===== config.mk =====
export PLATFORM = sky130hd
export DESIGN_NAME = bft_top
export DESIGN_NICKNAME = d
export VERILOG_FILES = /design/src/hdl/bft_pkg.sv /design/src/hdl/tree_arbiter.sv /design/src/hdl/tree_switch.sv /design/src/hdl/inject_fsm.sv /design/src/hdl/leaf_port.sv /design/src/hdl/bft_top.sv
export VERILOG_INCLUDE_DIRS = /design/src /design/src/hdl
export SDC_FILE = /design/constraint.sdc
export NUM_CORES = 1
export LEC_CHECK = 0
export ABC_AREA = 0
export BUFFER_PORTS_ARGS = -buffer_cell sky130_fd_sc_hd__buf_2
export CORE_MARGIN = 1.5
export CORE_UTILIZATION = 45
export DETAILED_ROUTE_END_ITERATION = 7
export PLACE_DENSITY = 0.61
export SYNTH_ARGS = -nofsm -noshare
export SYNTH_HDL_FRONTEND = slang
export SYNTH_SLANG_ARGS = --single-unit
export TNS_END_PERCENT = 20

===== constraint.sdc =====
create_clock -name clk -period 5 [get_ports clk]
set_input_delay 0 -clock clk [delete_from_list [all_inputs] [get_ports clk]]
set_output_delay 0 -clock clk [all_outputs]
set_load 0.05 [all_outputs]

===== src/hdl/bft_params.svh =====
// BFT network geometry
`ifndef BFT_PARAMS_SVH
`define BFT_PARAMS_SVH

// leaves at the bottom of the tree
`define BFT_NUM_LEAVES 4

// destination field, one bit per tree level
`define BFT_ADDR_W 2

// data carried by each packet
`define BFT_PAYLOAD_W 8

// valid + dest + payload
`define BFT_PKT_W (1 + `BFT_ADDR_W + `BFT_PAYLOAD_W)

`endif


===== src/hdl/bft_pkg.sv =====
// BFT shared types
`include "bft_params.svh"

package bft_pkg;

	// one link slot, valid bit on top
	typedef struct packed {
		logic valid;
		logic [`BFT_ADDR_W-1:0] dest;
		logic [`BFT_PAYLOAD_W-1:0] payload;
	} packet_t;

	// wanted direction of an input packet, and also the select code of an
	// output port, which then names the input that feeds it
	typedef enum logic [1:0] {
		DIR_VOID  = 2'b00,
		DIR_LEFT  = 2'b01,
		DIR_RIGHT = 2'b10,
		DIR_UP    = 2'b11
	} dir_t;

	// injection handshake at a leaf
	typedef enum logic [1:0] {
		INJ_IDLE      = 2'b00,
		INJ_WAIT_SLOT = 2'b01,
		INJ_ACK       = 2'b10,
		INJ_WAIT_DROP = 2'b11
	} inj_state_t;

endpackage


===== src/hdl/tree_arbiter.sv =====
// Tree switch arbiter
`timescale 1ns/10ps

module tree_arbiter #(
	parameter int LEVEL = 1
) (
	input  bft_pkg::dir_t d_l_i,
	input  bft_pkg::dir_t d_r_i,
	input  bft_pkg::dir_t d_u_i,
	output bft_pkg::dir_t sel_l_o,
	output bft_pkg::dir_t sel_r_o,
	output bft_pkg::dir_t sel_u_o
);

	if (LEVEL == 0) begin : g_root
		// root has only two live ports, no up link
		always_comb begin
			sel_l_o = bft_pkg::DIR_VOID;
			sel_r_o = bft_pkg::DIR_VOID;
			sel_u_o = bft_pkg::DIR_VOID;
			// turnback first
			if (d_l_i == bft_pkg::DIR_LEFT)
				sel_l_o = bft_pkg::DIR_LEFT;
			if (d_r_i == bft_pkg::DIR_RIGHT)
				sel_r_o = bft_pkg::DIR_RIGHT;
			// crossing packets, deflect back where they came from on conflict
			if (d_r_i == bft_pkg::DIR_LEFT) begin
				if (sel_l_o == bft_pkg::DIR_VOID)
					sel_l_o = bft_pkg::DIR_RIGHT;
				else
					sel_r_o = bft_pkg::DIR_RIGHT;
			end
			if (d_l_i == bft_pkg::DIR_RIGHT) begin
				if (sel_r_o == bft_pkg::DIR_VOID)
					sel_r_o = bft_pkg::DIR_LEFT;
				else
					sel_l_o = bft_pkg::DIR_LEFT;
			end
		end
	end else begin : g_tree
		// an output still at VOID is free for the next claimant
		always_comb begin
			sel_l_o = bft_pkg::DIR_VOID;
			sel_r_o = bft_pkg::DIR_VOID;
			sel_u_o = bft_pkg::DIR_VOID;
			// turnback
			if (d_l_i == bft_pkg::DIR_LEFT)
				sel_l_o = bft_pkg::DIR_LEFT;
			if (d_r_i == bft_pkg::DIR_RIGHT)
				sel_r_o = bft_pkg::DIR_RIGHT;
			if (d_u_i == bft_pkg::DIR_UP)
				sel_u_o = bft_pkg::DIR_UP;
			// downlink, bounced back up when the child link is taken
			if (d_u_i == bft_pkg::DIR_LEFT) begin
				if (sel_l_o == bft_pkg::DIR_VOID)
					sel_l_o = bft_pkg::DIR_UP;
				else
					sel_u_o = bft_pkg::DIR_UP;
			end else if (d_u_i == bft_pkg::DIR_RIGHT) begin
				if (sel_r_o == bft_pkg::DIR_VOID)
					sel_r_o = bft_pkg::DIR_UP;
				else
					sel_u_o = bft_pkg::DIR_UP;
			end
			// side links
			if (d_l_i == bft_pkg::DIR_RIGHT) begin
				if (sel_r_o == bft_pkg::DIR_VOID)
					sel_r_o = bft_pkg::DIR_LEFT;
				else if (sel_l_o == bft_pkg::DIR_VOID)
					sel_l_o = bft_pkg::DIR_LEFT;
				else
					sel_u_o = bft_pkg::DIR_LEFT;
			end
			if (d_r_i == bft_pkg::DIR_LEFT) begin
				if (sel_l_o == bft_pkg::DIR_VOID)
					sel_l_o = bft_pkg::DIR_RIGHT;
				else if (sel_r_o == bft_pkg::DIR_VOID)
					sel_r_o = bft_pkg::DIR_RIGHT;
				else
					sel_u_o = bft_pkg::DIR_RIGHT;
			end
			// uplinks last, prefer bouncing back toward the sender
			if (d_l_i == bft_pkg::DIR_UP) begin
				if (sel_u_o == bft_pkg::DIR_VOID)
					sel_u_o = bft_pkg::DIR_LEFT;
				else if (sel_l_o == bft_pkg::DIR_VOID)
					sel_l_o = bft_pkg::DIR_LEFT;
				else
					sel_r_o = bft_pkg::DIR_LEFT;
			end
			if (d_r_i == bft_pkg::DIR_UP) begin
				if (sel_u_o == bft_pkg::DIR_VOID)
					sel_u_o = bft_pkg::DIR_RIGHT;
				else if (sel_r_o == bft_pkg::DIR_VOID)
					sel_r_o = bft_pkg::DIR_RIGHT;
				else
					sel_l_o = bft_pkg::DIR_RIGHT;
			end
		end
	end

endmodule


===== src/hdl/tree_switch.sv =====
// Registered tree switch
`timescale 1ns/10ps
`include "bft_params.svh"

module tree_switch #(
	parameter int LEVEL     = 1,
	parameter int NODE_ADDR = 0
) (
	input  logic             clk,
	input  logic             reset,
	input  bft_pkg::packet_t l_i,
	input  bft_pkg::packet_t r_i,
	input  bft_pkg::packet_t u_i,
	output bft_pkg::packet_t l_o,
	output bft_pkg::packet_t r_o,
	output bft_pkg::packet_t u_o
);

	bft_pkg::packet_t u_in;
	bft_pkg::dir_t    d_l, d_r, d_u;
	bft_pkg::dir_t    sel_l, sel_r, sel_u;
	logic [1:0]       n_in, n_out;

	// direction rule, top dest bit picks the subtree
	function automatic bft_pkg::dir_t route(input bft_pkg::packet_t p);
		if (!p.valid)
			return bft_pkg::DIR_VOID;
		if (LEVEL == 0)
			return p.dest[`BFT_ADDR_W-1] ? bft_pkg::DIR_RIGHT : bft_pkg::DIR_LEFT;
		if (p.dest[`BFT_ADDR_W-1] == NODE_ADDR[0])
			return p.dest[0] ? bft_pkg::DIR_RIGHT : bft_pkg::DIR_LEFT;
		return bft_pkg::DIR_UP;
	endfunction

	function automatic bft_pkg::packet_t pick(input bft_pkg::dir_t sel);
		case (sel)
			bft_pkg::DIR_LEFT:  return l_i;
			bft_pkg::DIR_RIGHT: return r_i;
			bft_pkg::DIR_UP:    return u_in;
			default:            return '0;
		endcase
	endfunction

	function automatic logic [1:0] n_valid(input bft_pkg::packet_t a,
		input bft_pkg::packet_t b, input bft_pkg::packet_t c);
		return 2'(a.valid) + 2'(b.valid) + 2'(c.valid);
	endfunction

	function automatic logic granted(input bft_pkg::dir_t src);
		return (sel_l == src) || (sel_r == src) || (sel_u == src);
	endfunction

	// root has no parent link
	if (LEVEL == 0) begin : g_root
		assign u_in = '0;
	end else begin : g_branch
		assign u_in = u_i;
	end

	assign d_l = route(l_i);
	assign d_r = route(r_i);
	assign d_u = route(u_in);

	tree_arbiter #(
		.LEVEL(LEVEL)
	) u_arb (
		.d_l_i  (d_l),
		.d_r_i  (d_r),
		.d_u_i  (d_u),
		.sel_l_o(sel_l),
		.sel_r_o(sel_r),
		.sel_u_o(sel_u)
	);

	always_ff @(posedge clk) begin
		if (reset) begin
			l_o <= '0;
			r_o <= '0;
			u_o <= '0;
		end else begin
			l_o <= pick(sel_l);
			r_o <= pick(sel_r);
			u_o <= pick(sel_u);
		end
	end

	assign n_in  = n_valid(l_i, r_i, u_in);
	assign n_out = n_valid(l_o, r_o, u_o);

	// arbiter never hands one input to two outputs
	a_unique_sel: assert property (@(posedge clk) disable iff (reset)
		(sel_l == bft_pkg::DIR_VOID || (sel_l != sel_r && sel_l != sel_u)) &&
		(sel_r == bft_pkg::DIR_VOID || sel_r != sel_u));

	// deflection must place every valid input somewhere
	a_no_drop: assert property (@(posedge clk) disable iff (reset)
		(!l_i.valid || granted(bft_pkg::DIR_LEFT)) &&
		(!r_i.valid || granted(bft_pkg::DIR_RIGHT)) &&
		(!u_in.valid || granted(bft_pkg::DIR_UP)));

	// bufferless hop, packets in equal packets out one cycle on
	a_conserve: assert property (@(posedge clk) disable iff (reset)
		!$past(reset) |-> n_out == $past(n_in));

endmodule


===== src/hdl/inject_fsm.sv =====
// Leaf injection handshake FSM
`timescale 1ns/10ps

module inject_fsm (
	input  logic clk,
	input  logic reset,
	input  logic inj_req_i,
	input  logic slot_free_i,
	output logic load_o,
	output logic inj_ack_o
);

	bft_pkg::inj_state_t state, state_next;

	always_ff @(posedge clk) begin
		if (reset)
			state <= bft_pkg::INJ_IDLE;
		else
			state <= state_next;
	end

	always_comb begin
		state_next = state;
		load_o     = 1'b0;
		case (state)
			bft_pkg::INJ_IDLE, bft_pkg::INJ_WAIT_SLOT: begin
				if (inj_req_i && slot_free_i) begin
					load_o     = 1'b1;
					state_next = bft_pkg::INJ_ACK;
				end else if (inj_req_i) begin
					state_next = bft_pkg::INJ_WAIT_SLOT;
				end else begin
					state_next = bft_pkg::INJ_IDLE;
				end
			end
			// packet is on the uplink now
			bft_pkg::INJ_ACK: begin
				if (inj_req_i)
					state_next = bft_pkg::INJ_WAIT_DROP;
				else
					state_next = bft_pkg::INJ_IDLE;
			end
			bft_pkg::INJ_WAIT_DROP: begin
				if (!inj_req_i)
					state_next = bft_pkg::INJ_IDLE;
			end
			default: state_next = bft_pkg::INJ_IDLE;
		endcase
	end

	// ack high from the cycle after the load until req is seen low
	assign inj_ack_o = (state == bft_pkg::INJ_ACK) || (state == bft_pkg::INJ_WAIT_DROP);

	a_ack_needs_req: assert property (@(posedge clk) disable iff (reset)
		$rose(inj_ack_o) |-> $past(inj_req_i));

endmodule


===== src/hdl/leaf_port.sv =====
// Leaf port with eject and inject
`timescale 1ns/10ps
`include "bft_params.svh"

module leaf_port #(
	parameter logic [`BFT_ADDR_W-1:0] NODE_ADDR = '0
) (
	input  logic             clk,
	input  logic             reset,
	input  bft_pkg::packet_t up_i,
	output bft_pkg::packet_t up_o,
	input  bft_pkg::packet_t inj_pkt_i,
	input  logic             inj_req_i,
	output logic             inj_ack_o,
	output bft_pkg::packet_t eject_pkt_o
);

	logic own, slot_free, load;

	assign own = up_i.valid && (up_i.dest == NODE_ADDR);
	// a foreign packet must go straight back up, so it owns the slot
	assign slot_free = !(up_i.valid && !own);

	inject_fsm u_fsm (
		.clk        (clk),
		.reset      (reset),
		.inj_req_i  (inj_req_i),
		.slot_free_i(slot_free),
		.load_o     (load),
		.inj_ack_o  (inj_ack_o)
	);

	always_ff @(posedge clk) begin
		if (reset) begin
			up_o        <= '0;
			eject_pkt_o <= '0;
		end else begin
			eject_pkt_o <= own ? up_i : '0;
			if (!slot_free) begin
				up_o <= up_i;
			end else if (load) begin
				// valid forced, the PE only supplies dest and payload
				up_o.valid   <= 1'b1;
				up_o.dest    <= inj_pkt_i.dest;
				up_o.payload <= inj_pkt_i.payload;
			end else begin
				up_o <= '0;
			end
		end
	end

endmodule


===== src/hdl/bft_top.sv =====
// Four-leaf BFT network
`timescale 1ns/10ps
`include "bft_params.svh"

module bft_top (
	input  logic                                     clk,
	input  logic                                     reset,
	input  bft_pkg::packet_t [`BFT_NUM_LEAVES-1:0]   inj_pkt_i,
	input  logic [`BFT_NUM_LEAVES-1:0]               inj_req_i,
	output logic [`BFT_NUM_LEAVES-1:0]               inj_ack_o,
	output bft_pkg::packet_t [`BFT_NUM_LEAVES-1:0]   eject_pkt_o
);

	// leaf side links, up toward and down from the level-1 switches
	bft_pkg::packet_t [`BFT_NUM_LEAVES-1:0]   leaf_up, leaf_down;
	// level-1 to root links
	bft_pkg::packet_t [`BFT_NUM_LEAVES/2-1:0] mid_up, mid_down;

	tree_switch #(
		.LEVEL    (0),
		.NODE_ADDR(0)
	) u_root (
		.clk  (clk),
		.reset(reset),
		.l_i  (mid_up[0]),
		.r_i  (mid_up[1]),
		.u_i  ('0),
		.l_o  (mid_down[0]),
		.r_o  (mid_down[1]),
		.u_o  ()
	);

	for (genvar k = 0; k < `BFT_NUM_LEAVES/2; k++) begin : g_mid
		tree_switch #(
			.LEVEL    (1),
			.NODE_ADDR(k)
		) u_sw (
			.clk  (clk),
			.reset(reset),
			.l_i  (leaf_up[2*k]),
			.r_i  (leaf_up[2*k+1]),
			.u_i  (mid_down[k]),
			.l_o  (leaf_down[2*k]),
			.r_o  (leaf_down[2*k+1]),
			.u_o  (mid_up[k])
		);
	end

	for (genvar i = 0; i < `BFT_NUM_LEAVES; i++) begin : g_leaf
		leaf_port #(
			.NODE_ADDR(i)
		) u_leaf (
			.clk        (clk),
			.reset      (reset),
			.up_i       (leaf_down[i]),
			.up_o       (leaf_up[i]),
			.inj_pkt_i  (inj_pkt_i[i]),
			.inj_req_i  (inj_req_i[i]),
			.inj_ack_o  (inj_ack_o[i]),
			.eject_pkt_o(eject_pkt_o[i])
		);
	end

endmodule


## After elaboration in Yosys (flattened, before gate mapping)

Cells that the tools add are included.

- Input port bits: 50
- Memory bits (writable): 0
- Word-level logic and storage cells: 382
- Register bits after elaboration: 184
- Memories: 0
- Output and inout port bits: 48
- Latch bits: 0
- Memory bits (read-only): 0

- Bitwise operators: 4
- Shifts and indexed selects: 0
- Equality and inequality tests: 63
- Multipliers: 0
- Mux-type cells: 204
- Add/subtract/negate cells: 0
- Div/mod/pow operators: 0
- Reductions and logical operators: 59
- Order comparisons: 0

Operator list:

| operator | count |
|---|---|
| 2-bit 2-to-1 mux | 149 |
| 11-bit case mux with 3 select lines | 6 |
| 11-bit 2-to-1 mux | 8 |
| 2-bit equality test (second input constant) | 38 |
| 2-bit logical NOT | 27 |
| 11-bit case mux with 2 select lines | 2 |
| 2-bit by 1-bit equality test with 1-bit output (second input constant) | 21 |
| 1-bit 2-to-1 mux | 35 |
| 2-bit case mux with 3 select lines | 4 |
| 2-bit OR reduction | 8 |
| 1-bit logical AND | 12 |
| 1-bit logical NOT | 8 |
| 2-bit != test (second input constant) | 4 |
| 1-bit logical OR | 4 |
| 1-bit inverter | 4 |

## Longest topological paths before layout

- Depth in word-level cells: 26
- Depth in mapped cells: 8

## Cells and area by module

From an unflattened synthesis, not the netlist that was laid out.

- Cells, all modules: 848
- Area total of the unflattened synthesis: 8498.2 um2

Modules (own cells, without submodules):

| module | instances | seq. area each (um2) | area each (um2) | cells each |
|---|---|---|---|---|
| tree_switch (g_mid[0].u_sw ...) | 2 | 660.6 | 1522.7 | 148 |
| tree_switch (u_root) | 1 | 660.6 | 1241.2 | 128 |
| leaf_port (g_leaf[2].u_leaf) | 1 | 440.4 | 897.1 | 80 |
| leaf_port (g_leaf[1].u_leaf) | 1 | 440.4 | 887.1 | 82 |
| leaf_port (g_leaf[3].u_leaf) | 1 | 440.4 | 815.8 | 74 |
| leaf_port (g_leaf[0].u_leaf) | 1 | 440.4 | 793.3 | 70 |
| tree_arbiter (g_mid[0].u_sw.u_arb ...) | 2 | 0.0 | 279.0 | 39 |
| inject_fsm | 4 | 20.0 | 47.5 | 7 |
| tree_arbiter (u_root.u_arb) | 1 | 0.0 | 66.3 | 11 |
| bft_top | 1 | 0.0 | 3.8 | 1 |

## Least setup slack after synthesis

Ideal clock, no wire load.

- Path kind: reg-to-reg
- From: register g_leaf[1].u_leaf.up_o[8] in the netlist's numbering
- To: register g_mid[0].u_sw.l_o[0] in the netlist's numbering
- Clock period less this slack: 1957 ps
- Slack: 3043 ps
- Required time: 4878 ps
- Arrival: 1835 ps
- Stages on the path, launching flop included: 8
- Cell sequence: dfxtp_1 -> buf_2 -> or3b_1 -> a21o_1 -> a21o_1 -> o311a_1 -> clkbuf_1 -> a221o_1

- Cells in the longest elaborated chain, start to end: 26
- Elaborated cells on any way between the ends: 52

RTL lines:

| what | line | RTL |
|---|---|---|
| from (decl) | leaf_port.sv:11 | `output bft_pkg::packet_t up_o,` |
| from (signal assigned) | leaf_port.sv:40 | `up_o <= up_i;` |
| 2-bit 2-to-1 mux * | tree_switch.sv:31 | `return p.dest[0] ? bft_pkg::DIR_RIGHT : bft_pkg::DIR_LEFT;` |
| 2-bit 2-to-1 mux * | tree_switch.sv:30 | `` if (p.dest[`BFT_ADDR_W-1] == NODE_ADDR[0]) `` |
| 2-bit 2-to-1 mux * | tree_switch.sv:32 | `return bft_pkg::DIR_UP;` |
| 2-bit 2-to-1 mux * | tree_switch.sv:28 | `if (LEVEL == 0)` |
| 2-bit equality test | tree_arbiter.sv:49 | `if (d_r_i == bft_pkg::DIR_RIGHT)` |
| 2-bit 2-to-1 mux | tree_arbiter.sv:49 |  |
| 2-bit logical NOT | tree_arbiter.sv:60 | `if (sel_r_o == bft_pkg::DIR_VOID)` |
| 2-bit 2-to-1 mux | tree_arbiter.sv:60 |  |
| [10 not listed] | n/a |  |
| 2-bit 2-to-1 mux | tree_arbiter.sv:84 | `if (sel_u_o == bft_pkg::DIR_VOID)` |
| 2-bit 2-to-1 mux | tree_arbiter.sv:83 | `if (d_l_i == bft_pkg::DIR_UP) begin` |
| 2-bit logical NOT | tree_arbiter.sv:94 | `else if (sel_r_o == bft_pkg::DIR_VOID)` |
| 2-bit 2-to-1 mux | tree_arbiter.sv:94 |  |
| 2-bit 2-to-1 mux | tree_arbiter.sv:92 | `if (sel_u_o == bft_pkg::DIR_VOID)` |
| 2-bit 2-to-1 mux * | tree_arbiter.sv:91 | `if (d_r_i == bft_pkg::DIR_UP) begin` |
| 2-bit equality test or 2-bit by 1-bit equality test with 1-bit output (tied branches) | tree_switch.sv:36 | `case (sel)` |
| 11-bit case mux with 3 select lines * | tree_switch.sv:36 |  |
| to (signal assigned) | tree_switch.sv:81 | `l_o <= pick(sel_l);` |
| to (decl) | tree_switch.sv:14 | `output bft_pkg::packet_t l_o,` |

Mark *: on every way between the ends. The rest lies on a longest branch, timed or not.
A chain may end at the register's enable or synchronous reset.

## Worst setup path after layout

- From: register g_leaf[3].u_leaf.up_o[8] in the netlist's numbering
- To: register g_mid[1].u_sw.l_o[5] in the netlist's numbering

- Cells in the longest elaborated chain, start to end: 26
- Elaborated cells on any way between the ends: 52

RTL lines:

| what | line |
|---|---|
| from (decl) | leaf_port.sv:11 |
| from (signal assigned) | leaf_port.sv:40 |
| 2-bit 2-to-1 mux * | tree_switch.sv:31 |
| 2-bit 2-to-1 mux * | tree_switch.sv:30 |
| 2-bit 2-to-1 mux * | tree_switch.sv:32 |
| 2-bit 2-to-1 mux * | tree_switch.sv:28 |
| 2-bit equality test | tree_arbiter.sv:49 |
| 2-bit 2-to-1 mux | tree_arbiter.sv:49 |
| 2-bit logical NOT | tree_arbiter.sv:60 |
| 2-bit 2-to-1 mux | tree_arbiter.sv:60 |
| [10 not listed] | n/a |
| 2-bit 2-to-1 mux | tree_arbiter.sv:84 |
| 2-bit 2-to-1 mux | tree_arbiter.sv:83 |
| 2-bit logical NOT | tree_arbiter.sv:94 |
| 2-bit 2-to-1 mux | tree_arbiter.sv:94 |
| 2-bit 2-to-1 mux | tree_arbiter.sv:92 |
| 2-bit 2-to-1 mux * | tree_arbiter.sv:91 |
| 2-bit equality test or 2-bit by 1-bit equality test with 1-bit output (tied branches) | tree_switch.sv:36 |
| 11-bit case mux with 3 select lines * | tree_switch.sv:36 |
| to (signal assigned) | tree_switch.sv:81 |
| to (decl) | tree_switch.sv:14 |

Marked as above.

==> flow_summary.ini <==
[outcome]
outcome = completed

[floorplanning]
core-area_um2 = 15200
fp-row-count = 45
die-area_um2 = 16300
dieWidth_um = 128
dieHeight_um = 128
start_util = 0.461
io_pins = 98

[worst_setup_path]
cp_max_fo = 11
r2r_cells = 5
start_kind = flip-flop
cp-end-kind = flip-flop
worstPathArrival_ns = 3.34
slowest_stage = a41oi_1
r2r-end = g_mid[1].u_sw.l_o[5]
r2r_slack_ns = 1.97
crit_type = flip-flop to flip-flop
rr_startpoint = g_leaf[3].u_leaf.up_o[8]
worst_path_largest_cell_delay_ns = 0.88
worstPathCellList = and3_1 > o221ai_1 > a41oi_1 > or3b_1 > a311oi_1
required_ns = 5.31

[detailed_routing]
dr.pass1.iters = 5
post_drt_via_cell_ratio = 5.55
postRouteAntennaNets = 0
num_vias = 5834
drt-initial-drc-count = 368
routedWlPerCell_um = 17.4
finalWirelength_mm = 18.3
remaining_drc_errors = 0

[global_route]
gr-usage-met2 = 0.417
grt-ovfl-total = 0
use_met1 = 0.265
grt_pass1_wl_mm = 29.0
antenna_found_initial = 0
grtUsageMet3 = 0.0459
grt_max_degree = 56
grt_usage = 0.228
grt_pass1_vias = 5595
busiest_layer = met2

[final_layout]
seq_area_um2 = 3600
finalNetCount = 903
drive_gt1_frac = 0.177
mostFrequentLayoutCell = dfxtp_1
multi_input_area_um2 = 3110
fill_cells = 1372
area_delta_synth_final_pct = 22.2
diodes = 0
fin_util = 0.563
final_cell_mix = dfxtp_1, buf_2, nor2_1

[hold_path]
min_path_type = input pin to flip-flop
whs_path_depth = 3
min_to = g_leaf[0].u_leaf.up_o[5]
hp-start = reset

[logic_synthesis]
syn_avg_cell_area_um2 = 9.48
synthFlopType = dfxtp_1
synth_cells = 739
synth_edf_count = 0
ys_types = 65
synth_area_um2 = 7000
synth-seq-cells = 180
yosysWarnings = 0
yosysSeqAreaShare = 0.515
synth-async-reset-ratio = 0

[timing]
max_slew.worst_pin.slew_ns = 1.26
drv_slew = 0
fmax_ghz = 0.330
finClkSkew_ns = 0.00907
fin_crit_ns = 3.03
rsz0062_at_grt = false
setup_viol = 0
timing.final.ws_setup_ns = 1.97
fin_crit_sh = 0.605
fin_setup_tns_ns = 0
maxSlewHeadroom = 0.151
finalHoldViolCount = 0

[clock_network]
clock_path_buffers = 2
htreeDepth = 4
clk_pin_slew_ns = 0.07
root_buffer = clkbuf_16
insertion_delay_ns = 0.43
cts_made_buffers = 17
cts_setup_buffers = 0
hold_buffers = 44
cts_tree = yes
clock-sinks = 180
ctsResizeCount = 0

[place]
preCtsSetupSlack_ns = 2.03
io_buffers = 93
place.gp.congestion = 0.902
hpwl_mm = 12.6

[run]
max_cap_viol_count = 0

[power]
p_leak_nw = 3.45
irDropWorstVdd_mv = 0.244
p_per_area_nw_per_um2 = 345
==> state kept, by name (all words and copies together) (netlist names) <==
signal	flops
g_leaf.u_leaf.eject_pkt_o	44
g_leaf.u_leaf.u_fsm.state	4
g_leaf.u_leaf.up_o	44
g_mid.u_sw.l_o	22
g_mid.u_sw.r_o	22
g_mid.u_sw.u_o	22
u_root.l_o	11
u_root.r_o	11
==> final cells by class <==
type                    count  share of cell area
well taps                 188              0.0275
repair buffers            145               0.113
clock buffers              18              0.0513
clock inverters            13              0.0158
multi-input cells         489               0.364
inverters                  18             0.00790
flip-flops and latches    180               0.421
==> critical path: cells and delay by family (launching register included) <==
| family | cells | cell delay (ns) |
|---|---|---|
| flops | 1 | 0.55 |
| simple gates | 2 | 0.90 |
| compound gates | 3 | 1.47 |
==> synth_stat cells (all sizes together) (10+ instances only) <==
cell type,n,share of area
dfxtp,180,0.51
nor2,94,0.051
a22oi,68,0.073
a21oi,50,0.036
and2,45,0.040
clkbuf,35,0.019
nand2,34,0.018
buf,20,0.016
inv,18,0.0096
nand3,14,0.010
nor3,14,0.010
nor2b,10,0.0089
==> report_power, final <==
| part | switching [mW] | total, mW | internal (mW) |
|---|---|---|---|
| Sequential | 0.0289 | 1.49 | 1.46 |
| Combinational | 0.106 | 0.182 | 0.0761 |
| Clock | 0.543 | 1.29 | 0.743 |
==> worst max-delay path by stage <==
| stage | cells after the start | to | start |
|---|---|---|---|
| floorplan | 7 | g_mid[0].u_sw.l_o[0] | g_leaf[1].u_leaf.up_o[8] |
| detailed placement | 5 | g_mid[1].u_sw.r_o[10] | g_leaf[3].u_leaf.up_o[8] |
| finish | 5 | g_mid[1].u_sw.l_o[5] | g_leaf[3].u_leaf.up_o[8] |
| global placement | 5 | g_mid[1].u_sw.l_o[5] | g_leaf[3].u_leaf.up_o[8] |
| global route | 5 | g_mid[1].u_sw.r_o[4] | g_leaf[3].u_leaf.up_o[8] |
| CTS | 5 | g_mid[1].u_sw.l_o[5] | g_leaf[3].u_leaf.up_o[8] |
==> metal layers <==
metal  vias to the layer above  part of all wire
li1                       2881                 -
met1                      2774              0.43
met2                       160              0.52
met3                        19             0.037
met4                         0             0.018
met5                         -                 0
==> cells by family (layout without fill, tap and decap cells) <==
group           Yosys count  in the layout  synth area share
simple gates            254            254             0.185
compound gates          213            213             0.228
flops                   180            180             0.515
buf+inv                  73            194            0.0440
mux                      16             16            0.0243
fa+ha+maj                 2              2           0.00357
other cells               1              4          0.000535
==> stage by stage <==
step	std cells	total power [mW]	hold slack, ns	area [um^2]
after floorplan	742	1.62	0.116	7010
after global placement	975	1.67	0.229	7530
after detailed placement	975	1.67	0.236	7530
after CTS	1050	2.97	0.0423	8550
after global routing	1051	3.06	0.0617	8550
final	1051	2.95	0.0490	8550
(Power assumes the default switching activity.)
